===== src/rtl/uart_pkg.sv =====
package uart_pkg;

	typedef logic [7:0] uart_byte_t;

	// frame opcodes, ascii 'W' and 'R'
	localparam uart_byte_t op_write = 8'h57;
	localparam uart_byte_t op_read  = 8'h52;

	// replies, ascii 'K' and '?'
	localparam uart_byte_t reply_ok  = 8'h4B;
	localparam uart_byte_t reply_bad = 8'h3F;

	// 115200 baud at 25 MHz
	localparam int default_clks_per_bit = 217;

	typedef enum logic [1:0] {rx_idle, rx_start, rx_data, rx_stop} rx_state_t;
	typedef enum logic [1:0] {tx_idle, tx_start, tx_data, tx_stop} tx_state_t;

	typedef enum logic [3:0] {
		gen_opcode, gen_addr, gen_wdata, gen_push, gen_wcmd,
		gen_rcmd, gen_rwait, gen_reply, gen_reply_wait
	} gen_state_t;

endpackage


===== src/rtl/uart_core.sv =====
`timescale 1ns/10ps

module uart_core #(
	parameter int clks_per_bit = uart_pkg::default_clks_per_bit
) (
	input  logic                clk,
	input  logic                rst_n,
	input  logic                rx,
	output logic                tx,
	output logic                rx_done_tick,
	output uart_pkg::uart_byte_t rx_data,
	input  logic                tx_start,
	input  uart_pkg::uart_byte_t tx_data,
	output logic                tx_busy
);

	localparam int cnt_w = $clog2(clks_per_bit);
	// last cycle of a bit and of half a bit
	localparam logic [cnt_w-1:0] cnt_last = cnt_w'(clks_per_bit - 1);
	localparam logic [cnt_w-1:0] cnt_half = cnt_w'(clks_per_bit / 2 - 1);

	uart_pkg::rx_state_t  rx_state;
	logic                 rx_meta;
	logic                 rx_sync;
	logic [cnt_w-1:0]     rx_cnt;
	logic [2:0]           rx_bit;
	uart_pkg::uart_byte_t rx_shreg;

	uart_pkg::tx_state_t  tx_state;
	logic [cnt_w-1:0]     tx_cnt;
	logic [2:0]           tx_bit;
	uart_pkg::uart_byte_t tx_shreg;

	// two flops against metastability, line idles high
	always_ff @(posedge clk) begin
		if (!rst_n) begin
			rx_meta <= 1'b1;
			rx_sync <= 1'b1;
		end else begin
			rx_meta <= rx;
			rx_sync <= rx_meta;
		end
	end

	always_ff @(posedge clk) begin
		if (!rst_n) begin
			rx_state     <= uart_pkg::rx_idle;
			rx_cnt       <= '0;
			rx_bit       <= '0;
			rx_done_tick <= 1'b0;
		end else begin
			rx_done_tick <= 1'b0;
			case (rx_state)
				uart_pkg::rx_idle: begin
					rx_cnt <= '0;
					if (!rx_sync)
						rx_state <= uart_pkg::rx_start;
				end
				uart_pkg::rx_start: begin
					// recheck start bit at its middle, glitches go back to idle
					if (rx_cnt == cnt_half) begin
						rx_cnt   <= '0;
						rx_bit   <= '0;
						rx_state <= rx_sync ? uart_pkg::rx_idle : uart_pkg::rx_data;
					end else begin
						rx_cnt <= rx_cnt + 1'b1;
					end
				end
				uart_pkg::rx_data: begin
					if (rx_cnt == cnt_last) begin
						rx_cnt <= '0;
						rx_bit <= rx_bit + 1'b1;
						if (rx_bit == 3'd7)
							rx_state <= uart_pkg::rx_stop;
					end else begin
						rx_cnt <= rx_cnt + 1'b1;
					end
				end
				default: begin
					// middle of stop bit, framing error drops the byte
					if (rx_cnt == cnt_last) begin
						rx_done_tick <= rx_sync;
						rx_state     <= uart_pkg::rx_idle;
					end else begin
						rx_cnt <= rx_cnt + 1'b1;
					end
				end
			endcase
		end
	end

	// lsb arrives first, shift in from the top
	always_ff @(posedge clk) begin
		if (rx_state == uart_pkg::rx_data && rx_cnt == cnt_last)
			rx_shreg <= {rx_sync, rx_shreg[7:1]};
	end

	assign rx_data = rx_shreg;

	always_ff @(posedge clk) begin
		if (!rst_n) begin
			tx_state <= uart_pkg::tx_idle;
			tx_cnt   <= '0;
			tx_bit   <= '0;
			tx       <= 1'b1;
		end else begin
			case (tx_state)
				uart_pkg::tx_idle: begin
					tx_cnt <= '0;
					if (tx_start) begin
						tx       <= 1'b0;
						tx_state <= uart_pkg::tx_start;
					end
				end
				uart_pkg::tx_start: begin
					if (tx_cnt == cnt_last) begin
						tx_cnt   <= '0;
						tx_bit   <= '0;
						tx       <= tx_shreg[0];
						tx_state <= uart_pkg::tx_data;
					end else begin
						tx_cnt <= tx_cnt + 1'b1;
					end
				end
				uart_pkg::tx_data: begin
					if (tx_cnt == cnt_last) begin
						tx_cnt <= '0;
						tx_bit <= tx_bit + 1'b1;
						if (tx_bit == 3'd7) begin
							tx       <= 1'b1;
							tx_state <= uart_pkg::tx_stop;
						end else begin
							tx <= tx_shreg[0];
						end
					end else begin
						tx_cnt <= tx_cnt + 1'b1;
					end
				end
				default: begin
					if (tx_cnt == cnt_last)
						tx_state <= uart_pkg::tx_idle;
					else
						tx_cnt <= tx_cnt + 1'b1;
				end
			endcase
		end
	end

	// load on start, shift at every bit boundary
	always_ff @(posedge clk) begin
		if (tx_state == uart_pkg::tx_idle && tx_start)
			tx_shreg <= tx_data;
		else if (tx_state != uart_pkg::tx_idle && tx_cnt == cnt_last)
			tx_shreg <= {1'b0, tx_shreg[7:1]};
	end

	assign tx_busy = (tx_state != uart_pkg::tx_idle);

endmodule


===== config.mk =====
export PLATFORM = sky130hd
export DESIGN_NAME = uart_core
export DESIGN_NICKNAME = d
export VERILOG_FILES = /design/src/rtl/uart_pkg.sv /design/src/rtl/uart_core.sv
export SDC_FILE = /design/constraint.sdc
export NUM_CORES = 1
export LEC_CHECK = 0
export BUFFER_PORTS_ARGS = -buffer_cell sky130_fd_sc_hd__buf_2
export CORE_UTILIZATION = 65
export CTS_BUF_LIST = sky130_fd_sc_hd__clkbuf_4
export DETAILED_ROUTE_END_ITERATION = 8
export GPL_TIMING_DRIVEN = 0
export PLACE_DENSITY = 0.91
export RECOVER_POWER = 50
export SLEW_MARGIN = 15
export SYNTH_ARGS = -nofsm -noshare
export SYNTH_HDL_FRONTEND = slang
export SYNTH_SLANG_ARGS = --single-unit
export TNS_END_PERCENT = 10

===== constraint.sdc =====
create_clock -name clk -period 4.6 [get_ports clk]
set_input_delay 0.92 -clock clk [delete_from_list [all_inputs] [get_ports clk]]
set_output_delay 0.92 -clock clk [all_outputs]
set_load 0.05 [all_outputs]

* Word-level counts from Yosys, hierarchy flattened *
Cells that the tools add are included.
W data, S select, Z words.

storage, ports and cells
  bits in read-only memories = 0
  latch bits = 0
  output and inout port bits = 11
  register bits = 46
  input port bits = 12
  memory bits (writable) = 0
  memories kept = 0
  word-level logic and storage cells = 89

cells by class
  bitwise operators = 2
  mux-type cells = 33
  magnitude comparators = 0
  $add $sub $neg = 4
  reductions and logical operators = 19
  shifts and indexed selects = 0
  multipliers = 0
  equality and inequality tests = 19
  divide/modulo/power cells = 0

operators by type and width
  operator               number
  $mux W8                7
  $pmux W8 S3            1
  $mux W2                11
  $add A8 B1 Y8 const B  2
  $eq A8 B8 Y1 const B   2
  $ne A2 B2 Y1 const B   8
  $pmux W8 S2            1
  $mux W3                4
  $pmux W2 S3            2
  $pmux W3 S2            2
  $reduce_and A5 Y1      2
  $reduce_bool A2 Y1     5
  $eq A8 B7 Y1 const B   1
  $add A3 B1 Y3 const B  2
  $eq A3 B3 Y1 const B   2
  $reduce_and A3 Y1      2
  $reduce_bool A3 Y1     2
  $reduce_or A5 Y1       1
  $eq A2 B1 Y1 const B   2
  $eq A2 B2 Y1 const B   2
  $logic_not A2 Y1       2
  $mux W1                4
  $ne A4 B1 Y1 const B   1
  $reduce_and A4 Y1      1
  other kinds (5)        8

* Depth between registers and ports, before layout *
  depth after elaboration = 4
  gate-level depth with buffers = 8
  depth with buffers taken out = 6

* Worst setup path after synthesis *
No wires, ideal clock.

  path type = reg2out
  start point = register tx_state[0]
  end point = output port tx_busy
  arrival time = 889 ps
  required time = 3680 ps
  stages on the path, launching flop included = 4
  path buffers = 0
  slack = 2791 ps
  path through = dfxtp_1 inv_1 ha_1 inv_2

on the way
  word-level cells in the longest chain between the ends = 1

RTL lines
  item                      RTL line          text
  start: declaration        uart_core.sv:29   uart_pkg::tx_state_t tx_state;
  start signal: assignment  uart_core.sv:102  tx_state <= uart_pkg::tx_idle;
  start signal: assignment  uart_core.sv:112  tx_state <= uart_pkg::tx_start;
  start signal: assignment  uart_core.sv:120  tx_state <= uart_pkg::tx_data;
  $reduce_bool A2 Y1        uart_core.sv:157  assign tx_busy = (tx_state != uart_pkg::tx_idle);
  end: declaration          uart_core.sv:14   output logic tx_busy

Every way passes these cells.

* Final worst setup path *
Same ends and word-level chain as after synthesis.

==> reports/metrics.yaml <==
sta:
  min_period_ns: 2.43
  tns_ns: 0
  hold_ws_ns: 0.452
  tightest_slew_ns: 0.531
  max_slew_margin_pct: 64.6
  rsz0062_at_grt: "no"
  setup_viol: 0
  finalMaxSlewViolations: 0
  max_freq_ghz: 0.412
  min_period_over_period_pct: 52.8
  clock_skew_ns: 0.0110
  timing.final.ws_setup_ns: 2.17
  finalHoldViolCount: 0
setup_path:
  r2r-start: "tx_cnt[0]$_SDFFE_PN0P_"
  critPathKind: "register to output port"
  required_ns: 3.68
  path_max_fanout: 5
  r2r_slack_ns: 2.37
  crit_end: "tx_busy"
  cp.arrival_ns: 1.51
  rr_worst_depth: 7
  crit_start: "tx_state[0]$_SDFFE_PN0P_"
  cp-end-kind: "output port"
  cp-start-kind: "register"
  reg2reg_to: "tx_shreg[1]$_DFFE_PP_"
power:
  power_frac_clock_pct: 16.4
  combinationalPowerShare_pct: 35.4
  power_uw: 1070
  p_leak_uw: 0.00103
  power_switching_uw: 387
  pwr-share-seq_pct: 48.1
  power.density_nw_per_um2: 423
  internal_power_uw: 687
  vdd_ir_drop_max_mv: 0.371
  swShare_pct: 36.1
routing:
  drt_iter0_markers: 82
  via_per_inst: 5.83
  wl_per_cell_um: 14.8
  drc_errors: 0
  ant_nets: 0
  num_vias: 1754
  routed_wl_um: 4460
  drt-pass1-iter-count: 4
cells_and_area:
  fin_cells: 301
  antenna_cells: 0
  nets: 282
  syn_to_final_growth_pct: 8.33
  drive_gt1_share_pct: 16.9
  n_fill_cell: 255
cts:
  insertion_delay_ns: 0.37
  cts.reportedPaths.clkPinSlew_ns: 0.12
  cts_buffers: 5
  cts_root_buf: "clkbuf_4"
  postCtsSetupRepairBufs: 0
  cts.sinks: 46
  cts.path.max_buffers: 2
  h-tree-depth: 2
  ctsHoldBuffers: 0
  ctsResizeCount: 0
  cts_tree: "yes"
min_path:
  whs_path_depth: 1
  hold_class: "register to register"
placement:
  dp.cells: 293
  io_buffers: 22
  place_congestion: 0.813
  place_ws_ns: 2.58
  hpwl_um: 3320
yosys:
  synth_edf_count: 16
  synth_seq_cells: 46
  ys.flop_type: "dfxtp_1"
  yosysWarnings: 0
  synth_cell_type_count: 56
  synth_top_area_share_pct: 25.6
  synth_area_leaders: "dfxtp_1 (26%), edfxtp_1 (21%), ha_1 (8.5%), mux2_2 (3.4%), nor2_1 (2.7%)"
  synthesis.area_sq_um: 2340
  syn_inst: 225
  syn_area_per_cell_sq_um: 10.4
  synth.largest_area_cell: "dfxtp_1"
  seq_area_frac_synth_pct: 46.2
  syn_nets: 253
  ys_async_sr_fraction_pct: 0
grt:
  overflow: 0
  grt_pass1_vias: 1614
  grt_pass1_wl_um: 7290
  grt_max_degree: 14
  grt_usage_pct: 26.6
  antenna_found_initial: 0
run:
  max_cap_viol_count: 0
die:
  fp.dieArea_sq_um: 3850
  core_sq_um: 3390
  rows: 21
  die_width_um: 62.0
  start_util_pct: 69.1
  dieHeight_um: 62.0
  ios: 23
outcome:
  status: "finished, final reports clean"
-- power groups by stage --
stage / Clock [uW] / Combinational (uW) / Sequential (uW)
after global placement: 0 / 371 / 523
after floorplan: 0 / 295 / 531
final: 177 / 380 / 517
after CTS: 180 / 385 / 517
after detailed placement: 0 / 382 / 526
after global routing: 195 / 422 / 524
-- worst min-delay path by stage --
| stage | start | end | slack, ns |
|---|---|---|---|
| floorplan | rx_meta$_SDFF_PN1_ | rx_sync$_SDFF_PN1_ | 0.39 |
| global placement | rx_meta$_SDFF_PN1_ | rx_sync$_SDFF_PN1_ | 0.39 |
| detailed placement | rx_meta$_SDFF_PN1_ | rx_sync$_SDFF_PN1_ | 0.42 |
| CTS | rx_meta$_SDFF_PN1_ | rx_sync$_SDFF_PN1_ | 0.46 |
| global route | rx_meta$_SDFF_PN1_ | rx_sync$_SDFF_PN1_ | 0.48 |
| finish | rx_meta$_SDFF_PN1_ | rx_sync$_SDFF_PN1_ | 0.45 |
-- cell families after synthesis --
family	count (synthesis)	share of synthesized area, %
AOI/OAI and AO/OA	41	13.2
xor gates and xnor gates	10	3.74
adders and majority gates	16	8.55
buffers and inverters	20	3.95
DFF	46	46.2
muxes	9	4.22
and+or+nand+nor	83	20.2
-- area by class of cell --
type	count	area, sq um	share of cell area [%]
inverter	13	48.8	1.92
buffer	7	35.0	1.38
sequential	46	1080	42.6
timing repair buffer	22	109	4.29
multi-input combinational	159	1160	45.6
tap	46	57.6	2.27
clock inverter	3	11.3	0.444
clock buffer	5	37.5	1.48
-- per-layer routing --
| metal | up-vias | track usage, % | part of all wire [%] |
|---|---|---|---|
| li1 | 872 | - | - |
| met4 | 0 | 11.1 | 1.3 |
| met2 | 40 | 45.4 | 50 |
| met5 | - | 0 | 0 |
| met3 | 6 | 6.21 | 3.7 |
| met1 | 836 | 32.1 | 45 |
-- cells in the mapped netlist (2+ instances only) --
library cell and instances:
buf_6 2, a21oi_1 10, o31ai_1 2, nor3_1 5, dfxtp_1 30, nor2b_1 2
and3_1 5, nand3b_1 2, o311ai_1 2, o21ai_0 3, or2_2 2, nor2_1 17
xnor2_1 5, inv_1 12, ha_1 16, buf_2 2, nor4_1 2, clkbuf_1 2
mux2i_1 2, edfxtp_1 16, nand2_1 15, nand2b_1 7, a211oi_1 2, o211ai_1 2
or3_1 2, xor2_1 5, a21oi_2 2, o21ai_1 2, a31oi_1 2, o211a_1 3
nand3_1 11, and4b_1 2, a32oi_1 2, mux2_2 7
-- critical path: stages (launching register included) --
cell,delay (ns)
dfxtp_1,0.41
inv_1,0.08
ha_1,0.27
inv_2,0.11
buf_2,0.27
-- sequential cells by signal, summed over array words and instances, names as in the netlist --
name	cells
rx_bit	3
rx_cnt	8
rx_data	8
rx_done_tick	1
rx_meta	1
rx_state	2
rx_sync	1
tx	1
tx_bit	3
tx_cnt	8
tx_shreg	8
tx_state	2
-- cells in the final DEF (no fill, tap or decap), drive strengths merged, types with 2 or more instances in the layout --
| master | n |
|---|---|
| mux2 | 7 |
| or2 | 2 |
| xnor2 | 5 |
| a211oi | 2 |
| o211a | 3 |
| nor2 | 17 |
| dfxtp | 30 |
| mux2i | 2 |
| clkinv | 3 |
| nor2b | 2 |
| a31oi | 2 |
| and3 | 5 |
| nand2 | 15 |
| edfxtp | 16 |
| o31ai | 3 |
| o211ai | 2 |
| o311ai | 2 |
| o21ai | 5 |
| ha | 16 |
| and2 | 2 |
| or3 | 2 |
| nor4 | 2 |
| nand3 | 11 |
| nand2b | 7 |
| xor2 | 5 |
| inv | 13 |
| a32oi | 2 |
| nor4b | 2 |
| clkbuf | 11 |
| a21oi | 12 |
| nor3 | 5 |
| buf | 23 |
| and4b | 2 |
| nand3b | 2 |
-- per-stage QoR --
stage,util (%),area (sq um)
after floorplan,-,2340
after global placement,74.0,2510
after detailed placement,74.0,2510
after CTS,75.5,2560
after global routing,74.9,2540
final,74.9,2540
Power figures use the tool's default switching activity.
