**src/rtl/mem_pkg.sv**
```systemverilog
package mem_pkg;

	// one data word on the user port
	typedef logic [31:0] word_t;

	// word address as it arrives in a frame
	typedef logic [7:0] word_addr_t;

	// byte address on the command path, word address times four
	typedef logic [29:0] byte_addr_t;

	// controller instruction codes
	typedef enum logic [2:0] {
		cmd_write = 3'd0,
		cmd_read  = 3'd1
	} cmd_instr_t;

	localparam int mem_words    = 256;
	localparam int fifo_depth   = 4;
	localparam int read_latency = 2;

	// derived widths for the model
	localparam int mem_addr_w = $clog2(mem_words);
	localparam int fifo_ptr_w = $clog2(fifo_depth);
	localparam int fifo_cnt_w = $clog2(fifo_depth + 1);

endpackage

```
**src/rtl/uart_pkg.sv**
```systemverilog
package uart_pkg;

	typedef logic [7:0] uart_byte_t;

	// frame opcodes, ascii 'W' and 'R'
	localparam uart_byte_t op_write = 8'h57;
	localparam uart_byte_t op_read  = 8'h52;

	// replies, ascii 'K' and '?'
	localparam uart_byte_t reply_ok  = 8'h4B;
	localparam uart_byte_t reply_bad = 8'h3F;

	// 115200 baud at 25 MHz
	localparam int default_clks_per_bit = 217;

	typedef enum logic [1:0] {rx_idle, rx_start, rx_data, rx_stop} rx_state_t;
	typedef enum logic [1:0] {tx_idle, tx_start, tx_data, tx_stop} tx_state_t;

	typedef enum logic [3:0] {
		gen_opcode, gen_addr, gen_wdata, gen_push, gen_wcmd,
		gen_rcmd, gen_rwait, gen_reply, gen_reply_wait
	} gen_state_t;

endpackage

```
**src/rtl/mcb_port_if.sv**
```systemverilog
`timescale 1ns/10ps

interface mcb_port_if (
	input logic clk
);

	// command path
	logic                  cmd_en;
	mem_pkg::cmd_instr_t   cmd_instr;
	mem_pkg::byte_addr_t   cmd_byte_addr;
	logic                  cmd_full;

	// write path
	logic                  wr_en;
	mem_pkg::word_t        wr_data;
	logic                  wr_full;

	// read path
	logic                  rd_en;
	mem_pkg::word_t        rd_data;
	logic                  rd_empty;

	// user side, issues commands and moves data
	modport master (
		input  clk,
		output cmd_en, cmd_instr, cmd_byte_addr, wr_en, wr_data, rd_en,
		input  cmd_full, wr_full, rd_data, rd_empty
	);

	// controller side
	modport slave (
		input  clk,
		input  cmd_en, cmd_instr, cmd_byte_addr, wr_en, wr_data, rd_en,
		output cmd_full, wr_full, rd_data, rd_empty
	);

endinterface

```
**src/rtl/traffic_generator.sv**
```systemverilog
`timescale 1ns/10ps

module traffic_generator (
	input  logic                 clk,
	input  logic                 rst_n,
	input  logic                 rx_done_tick,
	input  uart_pkg::uart_byte_t rx_data,
	output logic                 tx_start,
	output uart_pkg::uart_byte_t tx_data,
	input  logic                 tx_busy,
	mcb_port_if.master           mem
);

	uart_pkg::gen_state_t state;
	logic                 is_write;
	mem_pkg::word_addr_t  addr;
	// write data while collecting, reply bytes while answering
	mem_pkg::word_t       word;
	// bytes received, then bytes left after the current reply byte
	logic [1:0]           byte_cnt;

	logic                 wr_push;
	logic                 cmd_issue;
	logic                 rd_pop;

	// strobes straight from state and the port levels
	assign wr_push   = (state == uart_pkg::gen_push) && !mem.wr_full;
	assign cmd_issue = (state == uart_pkg::gen_wcmd || state == uart_pkg::gen_rcmd)
		&& !mem.cmd_full;
	assign rd_pop    = (state == uart_pkg::gen_rwait) && !mem.rd_empty;

	assign mem.wr_en         = wr_push;
	assign mem.wr_data       = word;
	assign mem.cmd_en        = cmd_issue;
	assign mem.cmd_instr     = is_write ? mem_pkg::cmd_write : mem_pkg::cmd_read;
	// word address to byte address
	assign mem.cmd_byte_addr = mem_pkg::byte_addr_t'({addr, 2'b00});
	assign mem.rd_en         = rd_pop;

	// one reply byte per idle transmitter
	assign tx_start = (state == uart_pkg::gen_reply) && !tx_busy;
	assign tx_data  = word[7:0];

	always_ff @(posedge clk) begin
		if (!rst_n) begin
			state    <= uart_pkg::gen_opcode;
			is_write <= 1'b0;
			byte_cnt <= '0;
		end else begin
			case (state)
				uart_pkg::gen_opcode: begin
					if (rx_done_tick) begin
						byte_cnt <= '0;
						if (rx_data == uart_pkg::op_write || rx_data == uart_pkg::op_read) begin
							is_write <= (rx_data == uart_pkg::op_write);
							state    <= uart_pkg::gen_addr;
						end else begin
							state <= uart_pkg::gen_reply;
						end
					end
				end
				uart_pkg::gen_addr: begin
					if (rx_done_tick)
						state <= is_write ? uart_pkg::gen_wdata : uart_pkg::gen_rcmd;
				end
				uart_pkg::gen_wdata: begin
					if (rx_done_tick) begin
						byte_cnt <= byte_cnt + 1'b1;
						if (byte_cnt == 2'd3)
							state <= uart_pkg::gen_push;
					end
				end
				uart_pkg::gen_push: begin
					if (wr_push)
						state <= uart_pkg::gen_wcmd;
				end
				uart_pkg::gen_wcmd: begin
					// single 'K' once the write is taken
					if (cmd_issue) begin
						byte_cnt <= '0;
						state    <= uart_pkg::gen_reply;
					end
				end
				uart_pkg::gen_rcmd: begin
					if (cmd_issue)
						state <= uart_pkg::gen_rwait;
				end
				uart_pkg::gen_rwait: begin
					if (rd_pop) begin
						byte_cnt <= 2'd3;
						state    <= uart_pkg::gen_reply;
					end
				end
				uart_pkg::gen_reply: begin
					if (tx_start)
						state <= uart_pkg::gen_reply_wait;
				end
				default: begin
					// busy has risen by now
					if (byte_cnt == 2'd0) begin
						state <= uart_pkg::gen_opcode;
					end else begin
						byte_cnt <= byte_cnt - 1'b1;
						state    <= uart_pkg::gen_reply;
					end
				end
			endcase
		end
	end

	// address and word register
	always_ff @(posedge clk) begin
		if (state == uart_pkg::gen_addr && rx_done_tick)
			addr <= rx_data;
		if (state == uart_pkg::gen_opcode && rx_done_tick)
			word <= {24'd0, uart_pkg::reply_bad};
		else if (state == uart_pkg::gen_wdata && rx_done_tick)
			word <= {rx_data, word[31:8]};
		else if (state == uart_pkg::gen_wcmd && cmd_issue)
			word <= {24'd0, uart_pkg::reply_ok};
		else if (rd_pop)
			word <= mem.rd_data;
		else if (tx_start)
			word <= {8'd0, word[31:8]};
	end

endmodule

```
**src/flat_wrapper.sv**
```systemverilog
// flat-port wrapper written by rule: the top's interface ports become plain ports
module traffic_generator_flat 
  (clk, rst_n, rx_done_tick, rx_data, tx_start, tx_data, tx_busy, mem_cmd_en, mem_cmd_instr, mem_cmd_byte_addr, mem_wr_en, mem_wr_data, mem_rd_en, mem_cmd_full, mem_wr_full, mem_rd_data, mem_rd_empty);
  mcb_port_if mem_i (.clk(clk));
  input  logic clk;
  input  logic rst_n;
  input  logic rx_done_tick;
  input  uart_pkg::uart_byte_t rx_data;
  output logic tx_start;
  output uart_pkg::uart_byte_t tx_data;
  input  logic tx_busy;
  output wire logic [$bits(mem_i.cmd_en)-1:0] mem_cmd_en;
  output wire logic [$bits(mem_i.cmd_instr)-1:0] mem_cmd_instr;
  output wire logic [$bits(mem_i.cmd_byte_addr)-1:0] mem_cmd_byte_addr;
  output wire logic [$bits(mem_i.wr_en)-1:0] mem_wr_en;
  output wire logic [$bits(mem_i.wr_data)-1:0] mem_wr_data;
  output wire logic [$bits(mem_i.rd_en)-1:0] mem_rd_en;
  input wire logic [$bits(mem_i.cmd_full)-1:0] mem_cmd_full;
  input wire logic [$bits(mem_i.wr_full)-1:0] mem_wr_full;
  input wire logic [$bits(mem_i.rd_data)-1:0] mem_rd_data;
  input wire logic [$bits(mem_i.rd_empty)-1:0] mem_rd_empty;
  assign mem_cmd_en = mem_i.cmd_en;
  assign mem_cmd_instr = mem_i.cmd_instr;
  assign mem_cmd_byte_addr = mem_i.cmd_byte_addr;
  assign mem_wr_en = mem_i.wr_en;
  assign mem_wr_data = mem_i.wr_data;
  assign mem_rd_en = mem_i.rd_en;
  assign mem_i.cmd_full = mem_cmd_full;
  assign mem_i.wr_full = mem_wr_full;
  assign mem_i.rd_data = mem_rd_data;
  assign mem_i.rd_empty = mem_rd_empty;
  traffic_generator u_core (.clk(clk), .rst_n(rst_n), .rx_done_tick(rx_done_tick), .rx_data(rx_data), .tx_start(tx_start), .tx_data(tx_data), .tx_busy(tx_busy), .mem(mem_i));
endmodule
```
**config.mk**
```make
export PLATFORM = sky130hd
export DESIGN_NAME = traffic_generator_flat
export DESIGN_NICKNAME = d
export VERILOG_FILES = /design/src/rtl/mem_pkg.sv /design/src/rtl/uart_pkg.sv /design/src/rtl/mcb_port_if.sv /design/src/rtl/traffic_generator.sv /design/src/flat_wrapper.sv
export SDC_FILE = /design/constraint.sdc
export NUM_CORES = 1
export LEC_CHECK = 0
export ABC_AREA = 1
export BUFFER_PORTS_ARGS = -buffer_cell sky130_fd_sc_hd__buf_2
export CAP_MARGIN = 20
export CORE_ASPECT_RATIO = 1.2
export CORE_UTILIZATION = 28
export CTS_CLUSTER_SIZE = 16
export DETAILED_ROUTE_END_ITERATION = 6
export PLACE_DENSITY = 0.61
export SYNTH_ARGS = -nofsm -noshare
export SYNTH_HDL_FRONTEND = slang
export SYNTH_SLANG_ARGS = --single-unit
```
**constraint.sdc**
```tcl
create_clock -name clk -period 1.85 [get_ports clk]
set_input_delay 0 -clock clk [delete_from_list [all_inputs] [get_ports clk]]
set_output_delay 0 -clock clk [all_outputs]
set_load 0.01 [all_outputs]
```
After elaboration in Yosys (flattened, before gate mapping) --
Index checks and enable logic that the tools add are counted.
Cells by class: mux-type cells 24, add/subtract/negate cells 2, equality and inequality tests 20, bitwise gates (word level) 1, reduce and logical (&&, ||, !) cells 21
Operators by type and width (count):
- $mux 32 | 4
- $mux 4 | 9
- $pmux 4 s8 | 1
- $eq 4x3->1 const B | 4
- $eq 8x7->1 const B | 2
- $ne 2x2->1 const B | 6
- $mux 2 | 5
- $pmux 2 s5 | 1
- $mux 3 | 3
- $reduce_and 9->1 | 1
- $eq 4x2->1 const B | 2
- $logic_and 1x1->1 | 8
- $ne 2x1->1 const B | 3
- $reduce_and 6->1 | 1
- $ne 5x3->1 const B | 1
- $eq 4x1->1 const B | 1
- $logic_not 1->1 | 4
- $logic_not 4->1 | 1
- $reduce_bool 4->1 | 1
- $reduce_or 4->1 | 1
- $reduce_and 3->1 | 1
- $add 2x1->2 const B | 1
- $eq 2x2->1 const B | 1
- $logic_not 2->1 | 1
- other kinds (4) | 5
Word-level totals: input bits 47, output and inout bits 77, word-level logic and storage cells 73, flip-flop bits (word level) 47

Logic depth before layout (Yosys ltp) --
word-level depth 6, mapped depth 13, gate-level depth less buffers 11

Least setup slack after synthesis --
No wires, ideal clock.
path type reg2reg, start point reg u_core.state[2], end point reg u_core.addr[0], enable pin, library setup time 395 ps, arrival time 1471 ps, path slack -16 ps, required time 1455 ps, clock period less this slack 1866 ps, buffers on the path 0, cell stages (with the launch flop) 4, path through dfxtp_1 nor2_2 inv_2 nor4_1
Between the ends: longest elaborated chain between the ends 2
RTL lines:
- start: declaration | RTL line traffic_generator.sv:14 | uart_pkg::gen_state_t state;
- start signal: assignment | RTL line traffic_generator.sv:46 | state <= uart_pkg::gen_opcode;
- start signal: assignment | RTL line traffic_generator.sv:56 | state <= uart_pkg::gen_addr;
- start signal: assignment | RTL line traffic_generator.sv:58 | state <= uart_pkg::gen_reply;
- $eq 4x1->1 | RTL line traffic_generator.sv:113 | if (state == uart_pkg::gen_addr && rx_done_tick)
- $logic_and 1x1->1 | RTL line traffic_generator.sv:113
- end signal: assignment | RTL line traffic_generator.sv:114 | addr <= rx_data;
- end: declaration | RTL line traffic_generator.sv:16 | mem_pkg::word_addr_t addr;
No other way between the ends. A chain may end at the register's enable or synchronous reset.

Worst setup path after layout --
start point reg u_core.state[0], end point reg u_core.word[13], in the netlist u_core.mem.wr_data[13]
Between the ends: longest elaborated chain between the ends 6, elaborated cells between the ends (all ways) 17, those cells by class 5 x eq/ne; 3 x mux; 9 x reduce/logical
RTL lines:
- $eq 4x3->1, on equally long branches | RTL line traffic_generator.sv:28, traffic_generator.sv:119
- $logic_or 1x1->1 | RTL line traffic_generator.sv:28 | assign cmd_issue = (state == uart_pkg::gen_wcmd || state == uart_pkg::gen_rcmd)
- $logic_and 1x1->1 | RTL line traffic_generator.sv:29 | && !mem.cmd_full;
- $logic_and 1x1->1 | RTL line traffic_generator.sv:119 | else if (state == uart_pkg::gen_wcmd && cmd_issue)
- $mux 32 | RTL line traffic_generator.sv:119
- $mux 32 | RTL line traffic_generator.sv:117 | else if (state == uart_pkg::gen_wdata && rx_done_tick)
- end signal: assignment | RTL line traffic_generator.sv:116 | word <= {24'd0, uart_pkg::reply_bad};
- end signal: assignment | RTL line traffic_generator.sv:118 | word <= {rx_data, word[31:8]};
- end signal: assignment | RTL line traffic_generator.sv:120 | word <= {24'd0, uart_pkg::reply_ok};
- end: declaration | RTL line traffic_generator.sv:18 | mem_pkg::word_t word;
Several ways; a longest one is shown, not always the timed one.

==> run_results.csv <==
group,metric,value,unit
logic_synthesis,ys_top_cells_by_count,"nand2_1, inv_1, dfxtp_1",
grt,grt_pass1_wl,12820,um
logic_synthesis,synth_cells,454,
floorplan,die_y,114.3,um
routing,initialDrtViolationCount,133,
setup_path,crit_family,"simple AND/OR/NAND/NOR gates",
logic_synthesis,synth_area_leaders,"dfxtp_1, nand2_1, buf_4",
logic_synthesis,yosysWarnings,0,
setup_path,cp_num_buf_inv,3,
floorplan,core,10110,um2
setup_path,cp.arrival,1.90,ns
sta,setup_viol,0,
logic_synthesis,synth_cell_types,25,
worst_hold_path,hold_path_class,"primary input to flip-flop",
setup_path,worstPathRequired,2.07,ns
cts,cts-htree-levels,2,
floorplan,die_area,10930,um2
cts,cts.sinks,47,
logic_synthesis,syn_area_per_cell,6.485,um2
routing,met2_length,4060,um
final_layout,num-fill-cells,1101,
sta,rsz0062_at_grt,"false",
cts,cts_tree,"done",
setup_path,cp-end-kind,"flip-flop",
grt,antenna_found_initial,0,
placed_design,hpwl,5938,um
routing,wl_per_cell,11.78,um
floorplan,rows,40,
final_layout,drive_above_1_share,26.99,%
logic_synthesis,synth-seq-area-share,34.68,%
power_and_ir_drop,clockPowerShare,16.7,%
sta,fin_crit_sh,90.87,%
cts,ctsRootBufferMaster,"clkbuf_16",
power_and_ir_drop,power_frac_seq,30.9,%
sta,max_freq,0.5949,GHz
cts,numCtsBuffers,5,
routing,wirelength,7986,um
logic_synthesis,syn_area,2944,um2
logic_synthesis,ys_seq_elements,47,
status,status,"finished clean",
setup_path,slowest_stage,"dfxtp_1",
grt,grt_overflow_total,0,
sta,clock_skew,0.004399,ns
sta,setup_tns,0,ns
final_layout,num_antenna_cells,0,
grt,grt_max_degree,44,
setup_path,crit_path_start_kind,"flip-flop",
placed_design,io_buffers,99,
floorplan,dieWidth,95.61,um
power_and_ir_drop,p_sw,2501,uW
grt,grt_usage,15.08,%
worst_hold_path,hold_depth,5,
routing,drt-met1-wl,3249,um
setup_path,worst-r2r-setup-slack,0.17,ns
logic_synthesis,synth_ff_type,"dfxtp_1",
floorplan,io_pins,124,
floorplan,initial_core_util,29.12,%
cts,clkSlewWorstSetupHoldPaths,0.07,ns
logic_synthesis,synth.most_common_cell,"nand2_1",
power_and_ir_drop,power.density,1505,nW/um2
power_and_ir_drop,p_leak,0.002007,uW
logic_synthesis,async_reset_ff_share,0,%
cts,clock_latency,0.29,ns
final_layout,areaGrowthSynthToFinish,24.05,%
power_and_ir_drop,p_comb_share,52.4,%
routing,routed_via_density,4.324,
routing,drt.antenna.violating_nets,0,
routing,vias,2932,
setup_path,r2r_start,"u_core.state[0]$_SDFFE_PN0P_",
power_and_ir_drop,power,5497,uW
sta,drv_slew,0,
grt,grt_pass1_vias,2837,
cts,clock_path_buffers,2,
logic_synthesis,synth_top_area_share,26.52,%
logic_synthesis,synth_area_leader_cell,"dfxtp_1",
routing,wl_met3,560,um
worst_hold_path,hold_start,"mem_rd_data[1]",
final_layout,nets,598,
placed_design,dp_cells,660,
power_and_ir_drop,internal_power,2996,uW
setup_path,reg2regPathDepth,10,
setup_path,path_class,"flip-flop to flip-flop",
job,cap_violations,0,
final_layout,final-instance-count-excl-fill,678,
placed_design,place_congestion,0.8438,
routing,first_pass_iters,4,
logic_synthesis,synth_edf_count,8,
setup_path,crit_chain,"inv_2 -> nand2_1 -> nor2_4 -> nand2_4 -> nand2_4 -> nor2_8 -> inv_6 -> nand2_1 -> inv_1 -> nor2_1",
worst_hold_path,hold_end,"u_core.mem.wr_data[1]$_SDFFE_PP1P_",
power_and_ir_drop,ir_drop,0.0004955,V
routing,route.detailed.drc,0,
setup_path,reg2reg_to,"u_core.mem.wr_data[13]$_SDFFE_PP0P_",
sta,fin_crit,1.681,ns
setup_path,cp_max_fo,23,
power_and_ir_drop,switching_share,45.49,%
setup_path,cpPeakStageDelay,0.45,ns
sta,hold_violations,0,
routing,highest_layer,"met4",
==> worst max path at each step <==
stage / from / end / slack (ns) / cells past startpoint
final: u_core.state[0]$_SDFFE_PN0P_ / u_core.mem.wr_data[13]$_SDFFE_PP0P_ / 0.17 / 10
after global placement: u_core.state[1]$_SDFFE_PN0P_ / u_core.mem.wr_data[19]$_SDFFE_PP0P_ / 0.05 / 11
after detailed placement: u_core.state[3]$_SDFFE_PN0P_ / u_core.mem.wr_data[3]$_SDFFE_PP1P_ / 0.02 / 9
after CTS: u_core.state[2]$_SDFFE_PN0P_ / u_core.mem.wr_data[22]$_SDFFE_PP0P_ / 0.05 / 10
after global routing: u_core.state[0]$_SDFFE_PN0P_ / u_core.mem.wr_data[21]$_SDFFE_PP0P_ / 0.03 / 10
after floorplan: u_core.state[2]$_SDFFE_PN0P_ / u_core.addr[0]$_DFFE_PP_ / 0.32 / 3
==> registers in the layout, summed over array words and instances (netlist names) <==
signal,flops
u_core.addr,8
u_core.byte_cnt,2
u_core.is_write,1
u_core.mem.wr_data,32
u_core.state,4
==> metrics by stage <==
stage | util, % | worst slack [ns] | hold slack [ns] | area (um2)
final | 36.13 | 0.1689 | 0.04319 | 3652
after global routing | 36.13 | 0.02534 | 0.04548 | 3652
after CTS | 36.03 | 0.04796 | 0.03575 | 3642
after detailed placement | 33.56 | 0.01511 | 0.1989 | 3393
after global placement | 33.56 | 0.04894 | 0.2013 | 3393
after floorplan | - | 0.3217 | 0.04126 | 3037
==> per-layer routing <==
layer / up-vias / track usage (%)
met4: 0 / 4.776
met5: - / 0
met1: 1317 / 16.56
li1: 1517 / -
met3: 8 / 4.316
met2: 90 / 27.48
==> kinds of logic after synthesis <==
family	after synthesis	synth area share [%]
AO/OA/AOI/OAI	44	7.820
buffers and inverters	114	20.53
flip-flops	47	34.68
other	1	0.1274
AND/OR/NAND/NOR	248	36.85
==> worst reg2reg max path, stage by stage (launching register included) <==
cell,delay [ns]
dfxtp_1,0.45
inv_2,0.12
nand2_1,0.13
nor2_4,0.08
nand2_4,0.09
nand2_4,0.10
nor2_8,0.29
inv_6,0.15
nand2_1,0.08
inv_1,0.04
nor2_1,0.08
==> area by class of cell <==
class | count | area (um2) | share of cell area (%)
clock buffers | 5 | 125.1 | 3.426
clock inverters | 3 | 22.52 | 0.6167
inverters | 66 | 252.7 | 6.920
multi-input cells | 317 | 1428 | 39.09
flip-flops and latches | 47 | 1023 | 28.02
well taps | 126 | 157.7 | 4.317
repair buffers | 114 | 643.1 | 17.61
==> power by group through the flow <==
| stage | registers (uW) | logic [uW] | clock network (uW) |
|---|---|---|---|
| 6_report | 1700 | 2880 | 917 |
| 5_1_grt | 1750 | 3320 | 983 |
| 4_1_cts | 1700 | 2890 | 937 |
| 3_5_place_dp | 1720 | 2830 | 0 |
| 3_3_place_gp | 1700 | 2790 | 0 |
| 2_1_floorplan | 1790 | 2120 | 0 |
==> layout by cell type, fill, tap and decap left out, types with 9 or more instances in the layout <==
cell	netlist	layout
nand3_1	25	25
dlygate4sd3_1	0	9
nand2_1	167	167
a21oi_1	18	18
buf_2	7	99
nor2_1	31	31
dfxtp_1	39	37
conb_1	1	24
o21ai_0	22	22
nor2_2	13	12
inv_1	57	57
==> timing repair <==
action	in CTS	in global routing
hold endpoints to repair	10	0
setup buffers	0	0
setup endpoints to repair	1	21
pin swaps	1	0
gates resized for setup	0	4
cloned	1	0
hold buffers	9	0
Power figures use the tool's default switching activity.
